$ cat config.mk
export PLATFORM = sky130hd
export DESIGN_NAME = com_counter_top
export DESIGN_NICKNAME = d
export VERILOG_FILES = /design/src/common/com_pkg.sv /design/src/verilog/stream_reg.sv /design/src/verilog/packet_fsm.sv /design/src/verilog/pixel_counter.sv /design/src/verilog/pixel_gate.sv /design/src/centroid/centroid_accum.sv /design/src/centroid/bbox_tracker.sv /design/src/verilog/csr_regs.sv /design/src/verilog/com_counter_top.sv
export VERILOG_INCLUDE_DIRS = /design/src /design/src/common
export SDC_FILE = /design/constraint.sdc
export NUM_CORES = 1
export LEC_CHECK = 0
export ABC_AREA = 1
export BUFFER_PORTS_ARGS = -buffer_cell sky130_fd_sc_hd__clkbuf_2
export CAP_MARGIN = 10
export CORE_ASPECT_RATIO = 1.2
export CORE_MARGIN = 2
export CORE_UTILIZATION = 30
export CTS_CLUSTER_DIAMETER = 200
export CTS_CLUSTER_SIZE = 28
export DETAILED_ROUTE_END_ITERATION = 10
export GPL_TIMING_DRIVEN = 0
export PLACE_DENSITY = 0.59
export SYNTH_ARGS = -nofsm -noshare
export SYNTH_HDL_FRONTEND = slang
export SYNTH_SLANG_ARGS = --single-unit
$ cat constraint.sdc
create_clock -name clk -period 3.5 [get_ports clk]
set_clock_uncertainty 0.15 [all_clocks]
set_input_delay 0.35 -clock clk [delete_from_list [all_inputs] [get_ports clk]]
set_output_delay 0.35 -clock clk [all_outputs]
set_load 0.1 [all_outputs]
$ cat src/common/com_params.svh
`ifndef COM_PARAMS_SVH
`define COM_PARAMS_SVH

// Frame geometry
`define COM_IMAGE_W 640
`define COM_IMAGE_H 480

// Register map of the memory-mapped port
`define COM_ADDR_THRESHOLD 4'd0
`define COM_ADDR_SUM_X     4'd1
`define COM_ADDR_SUM_Y     4'd2
`define COM_ADDR_MASS      4'd3
`define COM_ADDR_BB_LEFT   4'd4
`define COM_ADDR_BB_TOP    4'd5
`define COM_ADDR_BB_RIGHT  4'd6
`define COM_ADDR_BB_BOTTOM 4'd7
`define COM_ADDR_ENABLE    4'd8
`define COM_ADDR_THRESH_Y  4'd9
`define COM_ADDR_THRESH_X  4'd10

// Values after reset
`define COM_THRESHOLD_RST  8'd127
`define COM_ENABLE_RST     1'b1
`define COM_THRESH_XY_RST  11'd0

`endif

$ cat src/common/com_pkg.sv
`default_nettype none

package com_pkg;

	// Image coordinate, wide enough for rows up to 2047 pixels
	typedef logic [10:0] coord_t;

	// One stream beat as it travels through the pipeline
	typedef struct packed {
		logic [7:0] red;
		logic [7:0] green;
		logic [7:0] blue;
		logic       sop;
		logic       eop;
	} pixel_beat_t;

	// Gating controls written over the register port
	typedef struct packed {
		logic [7:0] threshold;
		logic       enable;
		coord_t     thresh_x;
		coord_t     thresh_y;
	} gate_cfg_t;

	// Per-frame sums, divided by software to get the centroid
	typedef struct packed {
		logic [31:0] sum_x;
		logic [31:0] sum_y;
		logic [31:0] mass;
	} frame_stats_t;

	typedef struct packed {
		coord_t left;
		coord_t top;
		coord_t right;
		coord_t bottom;
	} bbox_t;

endpackage

`default_nettype wire

$ cat src/verilog/stream_reg.sv
`timescale 1ns/1ps
`default_nettype none

module stream_reg #(
	parameter type T = logic [7:0]
) (
	input  logic clk,
	input  logic reset_n,
	input  logic valid_in,
	output logic ready_out,
	input  T     data_in,
	output logic valid_out,
	input  logic ready_in,
	output T     data_out
);

	// Take a new beat when the stage is empty or its beat leaves now
	assign ready_out = ~valid_out | ready_in;

	always_ff @(posedge clk) begin
		if (!reset_n) begin
			valid_out <= 1'b0;
		end else if (ready_out) begin
			valid_out <= valid_in;
		end
	end

	// Payload only moves on a transfer, so a stall holds it
	always_ff @(posedge clk) begin
		if (ready_out && valid_in) begin
			data_out <= data_in;
		end
	end

endmodule

`default_nettype wire

$ cat src/verilog/packet_fsm.sv
`timescale 1ns/1ps
`default_nettype none

module packet_fsm (
	input  logic                 clk,
	input  logic                 reset_n,
	input  logic                 fire,
	input  com_pkg::pixel_beat_t beat,
	output logic                 is_video,
	output logic                 pixel_strobe,
	output logic                 frame_start,
	output logic                 frame_end
);

	typedef enum logic [1:0] {
		ST_IDLE,
		ST_VIDEO,
		ST_OTHER
	} state_t;

	state_t state;
	logic   desc_video;
	logic   beat_video;

	// Descriptor type lives in the low nibble of blue
	assign desc_video = (beat.blue[3:0] == 4'h0);
	// A sop beat is judged by its own descriptor, others by the state
	assign beat_video = beat.sop ? desc_video : (state == ST_VIDEO);
	assign is_video   = (state == ST_VIDEO);

	assign frame_start  = fire & beat.sop & desc_video;
	assign pixel_strobe = fire & ~beat.sop & is_video;
	assign frame_end    = fire & beat.eop & beat_video;

	always_ff @(posedge clk) begin
		if (!reset_n) begin
			state <= ST_IDLE;
		end else if (fire) begin
			if (beat.eop) begin
				state <= ST_IDLE;
			end else if (beat.sop) begin
				state <= desc_video ? ST_VIDEO : ST_OTHER;
			end
		end
	end

endmodule

`default_nettype wire

$ cat src/verilog/pixel_counter.sv
`timescale 1ns/1ps
`default_nettype none
`include "com_params.svh"

module pixel_counter (
	input  logic            clk,
	input  logic            reset_n,
	input  logic            frame_start,
	input  logic            pixel_strobe,
	output com_pkg::coord_t x,
	output com_pkg::coord_t y
);

	import com_pkg::*;

	localparam coord_t X_LAST = coord_t'(`COM_IMAGE_W - 1);

	// Column runs to the end of the row, then the row steps
	always_ff @(posedge clk) begin
		if (!reset_n) begin
			x <= '0;
			y <= '0;
		end else if (frame_start) begin
			x <= '0;
			y <= '0;
		end else if (pixel_strobe) begin
			if (x == X_LAST) begin
				x <= '0;
				y <= y + coord_t'(1);
			end else begin
				x <= x + coord_t'(1);
			end
		end
	end

endmodule

`default_nettype wire

$ cat src/verilog/pixel_gate.sv
`timescale 1ns/1ps
`default_nettype none

module pixel_gate (
	input  logic                 clk,
	input  logic                 reset_n,
	input  logic                 in_valid,
	input  com_pkg::pixel_beat_t in_beat,
	output logic                 out_ready,
	input  logic                 is_video,
	input  com_pkg::coord_t      x,
	input  com_pkg::coord_t      y,
	input  com_pkg::gate_cfg_t   cfg,
	output logic                 mask,
	output logic                 source_valid,
	input  logic                 source_ready,
	output com_pkg::pixel_beat_t source_beat
);

	import com_pkg::*;

	pixel_beat_t gated_beat;
	logic        pass;

	// Bright enough and inside the programmed origin
	assign pass = (in_beat.blue >= cfg.threshold) &&
		(x >= cfg.thresh_x) && (y >= cfg.thresh_y);

	// Descriptors and non-video packets keep their colour
	always_comb begin
		gated_beat = in_beat;
		if (cfg.enable && is_video && !in_beat.sop) begin
			gated_beat.red   = {8{pass}};
			gated_beat.green = {8{pass}};
			gated_beat.blue  = {8{pass}};
		end
	end

	assign mask = gated_beat.blue[0];

	stream_reg #(
		.T(pixel_beat_t)
	) out_reg (
		.clk       (clk),
		.reset_n   (reset_n),
		.valid_in  (in_valid),
		.ready_out (out_ready),
		.data_in   (gated_beat),
		.valid_out (source_valid),
		.ready_in  (source_ready),
		.data_out  (source_beat)
	);

endmodule

`default_nettype wire

$ cat src/centroid/centroid_accum.sv
`timescale 1ns/1ps
`default_nettype none

module centroid_accum (
	input  logic                  clk,
	input  logic                  reset_n,
	input  logic                  frame_start,
	input  logic                  pixel_strobe,
	input  logic                  frame_end,
	input  logic                  mask,
	input  com_pkg::coord_t       x,
	input  com_pkg::coord_t       y,
	output com_pkg::frame_stats_t stats
);

	logic [31:0] run_x;
	logic [31:0] run_y;
	logic [31:0] run_mass;
	logic [31:0] base_x;
	logic [31:0] base_y;
	logic [31:0] base_mass;
	logic [31:0] next_x;
	logic [31:0] next_y;
	logic [31:0] next_mass;
	logic        hit;

	assign hit = pixel_strobe & mask;

	// A new frame starts from zero
	assign base_x    = frame_start ? 32'd0 : run_x;
	assign base_y    = frame_start ? 32'd0 : run_y;
	assign base_mass = frame_start ? 32'd0 : run_mass;

	assign next_x    = base_x + (hit ? 32'(x) : 32'd0);
	assign next_y    = base_y + (hit ? 32'(y) : 32'd0);
	assign next_mass = base_mass + (hit ? 32'd1 : 32'd0);

	always_ff @(posedge clk) begin
		if (!reset_n) begin
			run_x    <= '0;
			run_y    <= '0;
			run_mass <= '0;
			stats    <= '0;
		end else begin
			if (frame_start || hit) begin
				run_x    <= next_x;
				run_y    <= next_y;
				run_mass <= next_mass;
			end
			// Latch includes the eop pixel of this cycle
			if (frame_end) begin
				stats.sum_x <= next_x;
				stats.sum_y <= next_y;
				stats.mass  <= next_mass;
			end
		end
	end

endmodule

`default_nettype wire

$ cat src/centroid/bbox_tracker.sv
`timescale 1ns/1ps
`default_nettype none
`include "com_params.svh"

module bbox_tracker (
	input  logic            clk,
	input  logic            reset_n,
	input  logic            frame_start,
	input  logic            pixel_strobe,
	input  logic            frame_end,
	input  logic            mask,
	input  com_pkg::coord_t x,
	input  com_pkg::coord_t y,
	output com_pkg::bbox_t  box
);

	import com_pkg::*;

	localparam coord_t X_INIT = coord_t'(`COM_IMAGE_W - 1);
	localparam coord_t Y_INIT = coord_t'(`COM_IMAGE_H - 1);

	coord_t min_x, min_y, max_x, max_y;
	coord_t base_min_x, base_min_y, base_max_x, base_max_y;
	coord_t next_min_x, next_min_y, next_max_x, next_max_y;
	logic   hit;

	assign hit = pixel_strobe & mask;

	// Minimums start at the far corner, maximums at the origin
	always_comb begin
		base_min_x = frame_start ? X_INIT : min_x;
		base_min_y = frame_start ? Y_INIT : min_y;
		base_max_x = frame_start ? coord_t'(0) : max_x;
		base_max_y = frame_start ? coord_t'(0) : max_y;
		next_min_x = base_min_x;
		next_min_y = base_min_y;
		next_max_x = base_max_x;
		next_max_y = base_max_y;
		if (hit) begin
			if (x < base_min_x) next_min_x = x;
			if (y < base_min_y) next_min_y = y;
			if (x > base_max_x) next_max_x = x;
			if (y > base_max_y) next_max_y = y;
		end
	end

	always_ff @(posedge clk) begin
		if (!reset_n) begin
			min_x <= X_INIT;
			min_y <= Y_INIT;
			max_x <= '0;
			max_y <= '0;
			box   <= '0;
		end else begin
			min_x <= next_min_x;
			min_y <= next_min_y;
			max_x <= next_max_x;
			max_y <= next_max_y;
			if (frame_end) begin
				box.left   <= next_min_x;
				box.top    <= next_min_y;
				box.right  <= next_max_x;
				box.bottom <= next_max_y;
			end
		end
	end

endmodule

`default_nettype wire

$ cat src/verilog/csr_regs.sv
`timescale 1ns/1ps
`default_nettype none
`include "com_params.svh"

module csr_regs (
	input  logic                  clk,
	input  logic                  reset_n,
	input  logic                  chipselect,
	input  logic                  read,
	input  logic                  write,
	input  logic [3:0]            address,
	input  logic [31:0]           writedata,
	output logic [31:0]           readdata,
	output com_pkg::gate_cfg_t    cfg,
	input  com_pkg::frame_stats_t stats,
	input  com_pkg::bbox_t        box
);

	//////////////////////////////////////////////////////////////////////
	// Read side
	//////////////////////////////////////////////////////////////////////

	// Registered read data, ready the cycle after the strobe
	always_ff @(posedge clk) begin
		if (!reset_n) begin
			readdata <= '0;
		end else if (chipselect && read) begin
			case (address)
				`COM_ADDR_THRESHOLD: readdata <= 32'(cfg.threshold);
				`COM_ADDR_SUM_X:     readdata <= stats.sum_x;
				`COM_ADDR_SUM_Y:     readdata <= stats.sum_y;
				`COM_ADDR_MASS:      readdata <= stats.mass;
				`COM_ADDR_BB_LEFT:   readdata <= 32'(box.left);
				`COM_ADDR_BB_TOP:    readdata <= 32'(box.top);
				`COM_ADDR_BB_RIGHT:  readdata <= 32'(box.right);
				`COM_ADDR_BB_BOTTOM: readdata <= 32'(box.bottom);
				`COM_ADDR_ENABLE:    readdata <= 32'(cfg.enable);
				`COM_ADDR_THRESH_Y:  readdata <= 32'(cfg.thresh_y);
				`COM_ADDR_THRESH_X:  readdata <= 32'(cfg.thresh_x);
				default:             readdata <= '0;
			endcase
		end
	end

	//////////////////////////////////////////////////////////////////////
	// Write side
	//////////////////////////////////////////////////////////////////////

	// Status addresses are read only
	always_ff @(posedge clk) begin
		if (!reset_n) begin
			cfg.threshold <= `COM_THRESHOLD_RST;
			cfg.enable    <= `COM_ENABLE_RST;
			cfg.thresh_x  <= `COM_THRESH_XY_RST;
			cfg.thresh_y  <= `COM_THRESH_XY_RST;
		end else if (chipselect && write) begin
			case (address)
				`COM_ADDR_THRESHOLD: cfg.threshold <= writedata[7:0];
				`COM_ADDR_ENABLE:    cfg.enable    <= writedata[0];
				`COM_ADDR_THRESH_Y:  cfg.thresh_y  <= writedata[10:0];
				`COM_ADDR_THRESH_X:  cfg.thresh_x  <= writedata[10:0];
				default: begin
				end
			endcase
		end
	end

endmodule

`default_nettype wire

$ cat src/verilog/com_counter_top.sv
`timescale 1ns/1ps
`default_nettype none

module com_counter_top (
	input  logic        clk,
	input  logic        reset_n,

	// Register port
	input  logic        s_chipselect,
	input  logic        s_read,
	input  logic        s_write,
	input  logic [3:0]  s_address,
	input  logic [31:0] s_writedata,
	output logic [31:0] s_readdata,

	// Stream sink
	input  logic [23:0] sink_data,
	input  logic        sink_valid,
	output logic        sink_ready,
	input  logic        sink_sop,
	input  logic        sink_eop,

	// Stream source
	output logic [23:0] source_data,
	output logic        source_valid,
	input  logic        source_ready,
	output logic        source_sop,
	output logic        source_eop
);

	import com_pkg::*;

	pixel_beat_t  sink_beat, in_beat, source_beat;
	gate_cfg_t    cfg;
	frame_stats_t stats;
	bbox_t        box;
	coord_t       x, y;
	logic         in_valid, out_ready, fire, mask;
	logic         is_video, pixel_strobe, frame_start, frame_end;

	assign sink_beat = '{red: sink_data[23:16], green: sink_data[15:8],
		blue: sink_data[7:0], sop: sink_sop, eop: sink_eop};
	assign source_data = {source_beat.red, source_beat.green, source_beat.blue};
	assign source_sop  = source_beat.sop;
	assign source_eop  = source_beat.eop;

	// Beat moves from the input stage to the output stage
	assign fire = in_valid & out_ready;

	stream_reg #(.T(pixel_beat_t)) in_reg (
		.clk(clk), .reset_n(reset_n),
		.valid_in(sink_valid), .ready_out(sink_ready), .data_in(sink_beat),
		.valid_out(in_valid), .ready_in(out_ready), .data_out(in_beat)
	);

	packet_fsm i_packet_fsm (
		.clk(clk), .reset_n(reset_n), .fire(fire), .beat(in_beat),
		.is_video(is_video), .pixel_strobe(pixel_strobe),
		.frame_start(frame_start), .frame_end(frame_end)
	);

	pixel_counter i_pixel_counter (
		.clk(clk), .reset_n(reset_n), .frame_start(frame_start),
		.pixel_strobe(pixel_strobe), .x(x), .y(y)
	);

	pixel_gate i_pixel_gate (
		.clk(clk), .reset_n(reset_n), .in_valid(in_valid), .in_beat(in_beat),
		.out_ready(out_ready), .is_video(is_video), .x(x), .y(y), .cfg(cfg),
		.mask(mask), .source_valid(source_valid), .source_ready(source_ready),
		.source_beat(source_beat)
	);

	centroid_accum i_centroid_accum (
		.clk(clk), .reset_n(reset_n), .frame_start(frame_start),
		.pixel_strobe(pixel_strobe), .frame_end(frame_end), .mask(mask),
		.x(x), .y(y), .stats(stats)
	);

	bbox_tracker i_bbox_tracker (
		.clk(clk), .reset_n(reset_n), .frame_start(frame_start),
		.pixel_strobe(pixel_strobe), .frame_end(frame_end), .mask(mask),
		.x(x), .y(y), .box(box)
	);

	csr_regs i_csr_regs (
		.clk(clk), .reset_n(reset_n), .chipselect(s_chipselect), .read(s_read),
		.write(s_write), .address(s_address), .writedata(s_writedata),
		.readdata(s_readdata), .cfg(cfg), .stats(stats), .box(box)
	);

endmodule

`default_nettype wire

==> key figures <==
Outcome
  • Status: finished with violations
  • Failing checks: setup timing

Synthesis
  • Synth Area per Inst: 6.67 um^2
  • Post-synthesis async set-or-reset flop share: 0%
  • Top cells by count, synth: nand2_1, nor2_1, inv_1, dfxtp_1, a21oi_1
  • Post-synth EDFFs: 52
  • Syn. warnings: 0
  • Synth unique cells: 47
  • Syn Inst Count: roughly 3500
  • Post-Syn Area: 23300 um^2
  • Most numerous cell in the Yosys netlist: nand2_1
  • Synth area leader: dfxtp_1
  • Post-synth top area share: 31.7%
  • Register area share after synthesis: between 30% and 40%
  • Synth Register Bits: roughly 420
  • Area contributors post-synth: dfxtp_1, nand2_1, nor2_1
  • Syn Nets: 3660
  • Top_reg_cell synth: dfxtp_1

Drt
  • Via count: ~24000
  • First-pass detailed-route iteration total: 7
  • Wirelength per Cell: approximately 20 um
  • Starting DRC count in detailed routing: between 1500 and 2000
  • DRC: 0
  • Routed vias/inst: 5.01
  • Final WL: 95500 um
  • Post-route ant nets: 0

Global route
  • Aggregate global routing overflow: 0
  • Most Crowded Layer GR: met2
  • Vias in the first global route: 22300
  • Met1 Track Usage GR: between 20% and 30%
  • GRT Util Overall: 23.0%
  • Global-route wire length before repair: approximately 140000 um
  • Routing usage on met3: 1.91%
  • Met2 track demand over resource: between 30% and 40%
  • Initial antenna violation count: 1
  • Largest net degree at the start of global routing: 30

STA
  • Final worst-path cycle share: 111%
  • Sum of negative setup slack: -29.20 ns
  • Worst hold margin: slightly above 0.02 ns
  • Slew Viols, Final: 0
  • Setup violations, final: about 120
  • Measured slew at the worst slew-check pin: 1.12 ns
  • Unrepaired setup endpoints after global routing: true
  • Fin crit period: a little under 4 ns
  • Final Hold Viols: 0
  • Final WS setup: -0.402 ns
  • Max Freq: 0.256 GHz
  • Slew HR: 25.1%

Clocking
  • H-tree Lvls: 1
  • Clk_lat worst skew: 0.59 ns
  • Root Buffer: clkbuf_16
  • TritonCTS clock tree: done
  • Clk sink count: 421
  • Clk pin slew, worst setup/hold paths: 0.12 ns
  • Clock buffer depth: 3
  • Total CTS buffers: 19

Min path
  • Worst Hold End: i_pixel_gate.out_reg.valid_out
  • Worst Hold Class: in2reg
  • Depth of the worst hold-timing path: 4
  • Hold Path Origin: source_ready

Finish
  • Fin cells: 4788
  • # diodes: 0
  • Final nets: a little under 4000
  • Layout cell share with drive strength beyond 1: 19.5%
  • Area Growth Syn to Fin: 28.6%

Worst setup path
  • CP delay by family, top: simple AND/OR/NAND/NOR gates
  • Crit path capture type: flop
  • Data required time at the worst endpoint: 3.83 ns
  • Critical path class: reg2reg
  • Slowest stage delay, CP: roughly 0.43 ns
  • Worst R2R Setup Slack: -0.40 ns
  • Critical R2R Capture: i_centroid_accum.stats[86]
  • Type of origin of the critical path: flop
  • Critical Path AT: 4.23 ns
  • Worst R2R Start: i_pixel_counter.x[0]
  • Crit Path Max Fanout: 6
  • CP max stage cell: fa_2
  • Buf/Inv on CP: 7
  • Cell Chain, Critical Path: clkinvlp_4, ha_4, nand2_2, nor2_2, nand3_1, nand4_1, nand4_4, nand2_8, nand2_8, buf_12, buf_12, nor2_4, inv_2, fa_2, inv_2, nand3_2, nand3_4, nand3_4, nand2_8, nand2_4, xor2_4, buf_12, o21ai_2, inv_1
  • Cells on worst reg2reg path: 24

Placement
  • Place WS: -1.63 ns
  • Cells after DPL: 4614
  • Hpwl dp: 71500 um
  • GPL Wtd Cong: 0.966
  • Number of port buffers: 106

Run
  • Max_cap viols: 0

Floorplanning
  • Site Rows: 111
  • Chip width: 258 um
  • IO Count: 129
  • Die H: about 310 um
  • Die area: 79900 um^2
  • Core Box Area: about 77000 um^2
  • Initial Util: 30.4%

Power and ir drop
  • Leak pwr: roughly 0.013 uW
  • Power Density: 276 nW/um^2
  • Maximum vdd drop: 0.000257 V
## worst min-delay path, delay by kind of cell
kind,cells,cell delay (ns)
AOI/OAI and AO/OA,1,0.09
and+or+nand+nor,1,0.13
buffers and inverters,2,0.12
## how the worst max path moves through the flow
stage / endpoint / start / cells after the start
3_5_place_dp: i_centroid_accum.run_y[16] / i_pixel_counter.x[0] / 24
3_3_place_gp: i_centroid_accum.run_x[17] / i_pixel_counter.x[0] / 26
5_1_grt: i_centroid_accum.stats[86] / i_pixel_counter.y[0] / 28
4_1_cts: i_centroid_accum.run_x[16] / i_pixel_counter.x[0] / 23
2_1_floorplan: i_centroid_accum.run_y[26] / i_pixel_counter.x[8] / 27
6_report: i_centroid_accum.stats[86] / i_pixel_counter.x[0] / 24
## routing by layer
layer | wire (um) | part of all wire, %
met5 | 0 | 0
met4 | 8710 | 9.1
met3 | 4740 | 5.0
met2 | 44500 | 47
met1 | 37500 | 39
## layout by cell type (no fill, tap or decap), types with 34 or more instances in the layout
master,synthesis,routed
inv_1,490,461
nand2_2,5,71
edfxtp_1,52,52
clkbuf_2,0,109
nor2_1,507,455
nand3_2,3,35
dfxtp_1,369,342
clkbuf_1,89,92
ha_1,98,64
a21oi_1,253,231
nand2_1,840,726
nand2_4,2,40
dlygate4sd3_1,0,39
ha_4,0,34
o21ai_1,23,40
nand3_1,239,195
buf_4,9,84
o21ai_0,216,179
nor2_4,5,41
## timing repair
item / in CTS / in global routing
resized for setup: 462 / 192
endpoints found under the setup margin: 277 / 242
cloned: 2 / 0
hold endpoints to repair: 54 / 0
pin swaps: 198 / 142
setup buffers: 86 / 29
hold buffers: 39 / 0
## final cells by class
class,count,area [um^2]
fillers,8013,46700
flip-flops and latches,421,9030
well taps,1017,1270
plain buffers,154,838
inverters,498,1890
clock inverters,1,30.0
repair buffers,259,2050
multi-input cells,2412,14400
clock buffers,26,502
## stage by stage
stage / util [%] / power [uW] / cell area [um^2]
2_1_floorplan: - / 5390 / 23400
3_3_place_gp: 32.9 / 5580 / 25200
3_5_place_dp: 32.9 / 5580 / 25200
4_1_cts: 37.8 / 8310 / 29000
5_1_grt: 39.1 / 8500 / 30000
6_report: 39.1 / 8280 / 30000
## report_power, final
group	internal [uW]	switching, uW	total, uW
combinational	145	430	574
clock	1040	1720	2750
sequential	4930	26.0	4960
total	6110	2170	8280
## flip-flops by register name (all words and copies together), names as in the netlist, 26 cells and up
register and count:
in_reg.data_out 26, i_bbox_tracker.box 44, i_centroid_accum.run_y 32, i_centroid_accum.stats 96, i_centroid_accum.run_x 32, i_pixel_gate.out_reg.data_out 26
i_csr_regs.readdata 32, i_csr_regs.cfg 31, i_centroid_accum.run_mass 32
## cells by family after synthesis
group | synth area share [%]
XOR/XNOR | 1.92
buffers and inverters | 11.1
adder cells (fa/ha/maj) | 5.44
flip-flops | 38.4
AO/OA/AOI/OAI | 13.3
AND/OR/NAND/NOR | 29.8
Power figures use the tool's default switching activity.
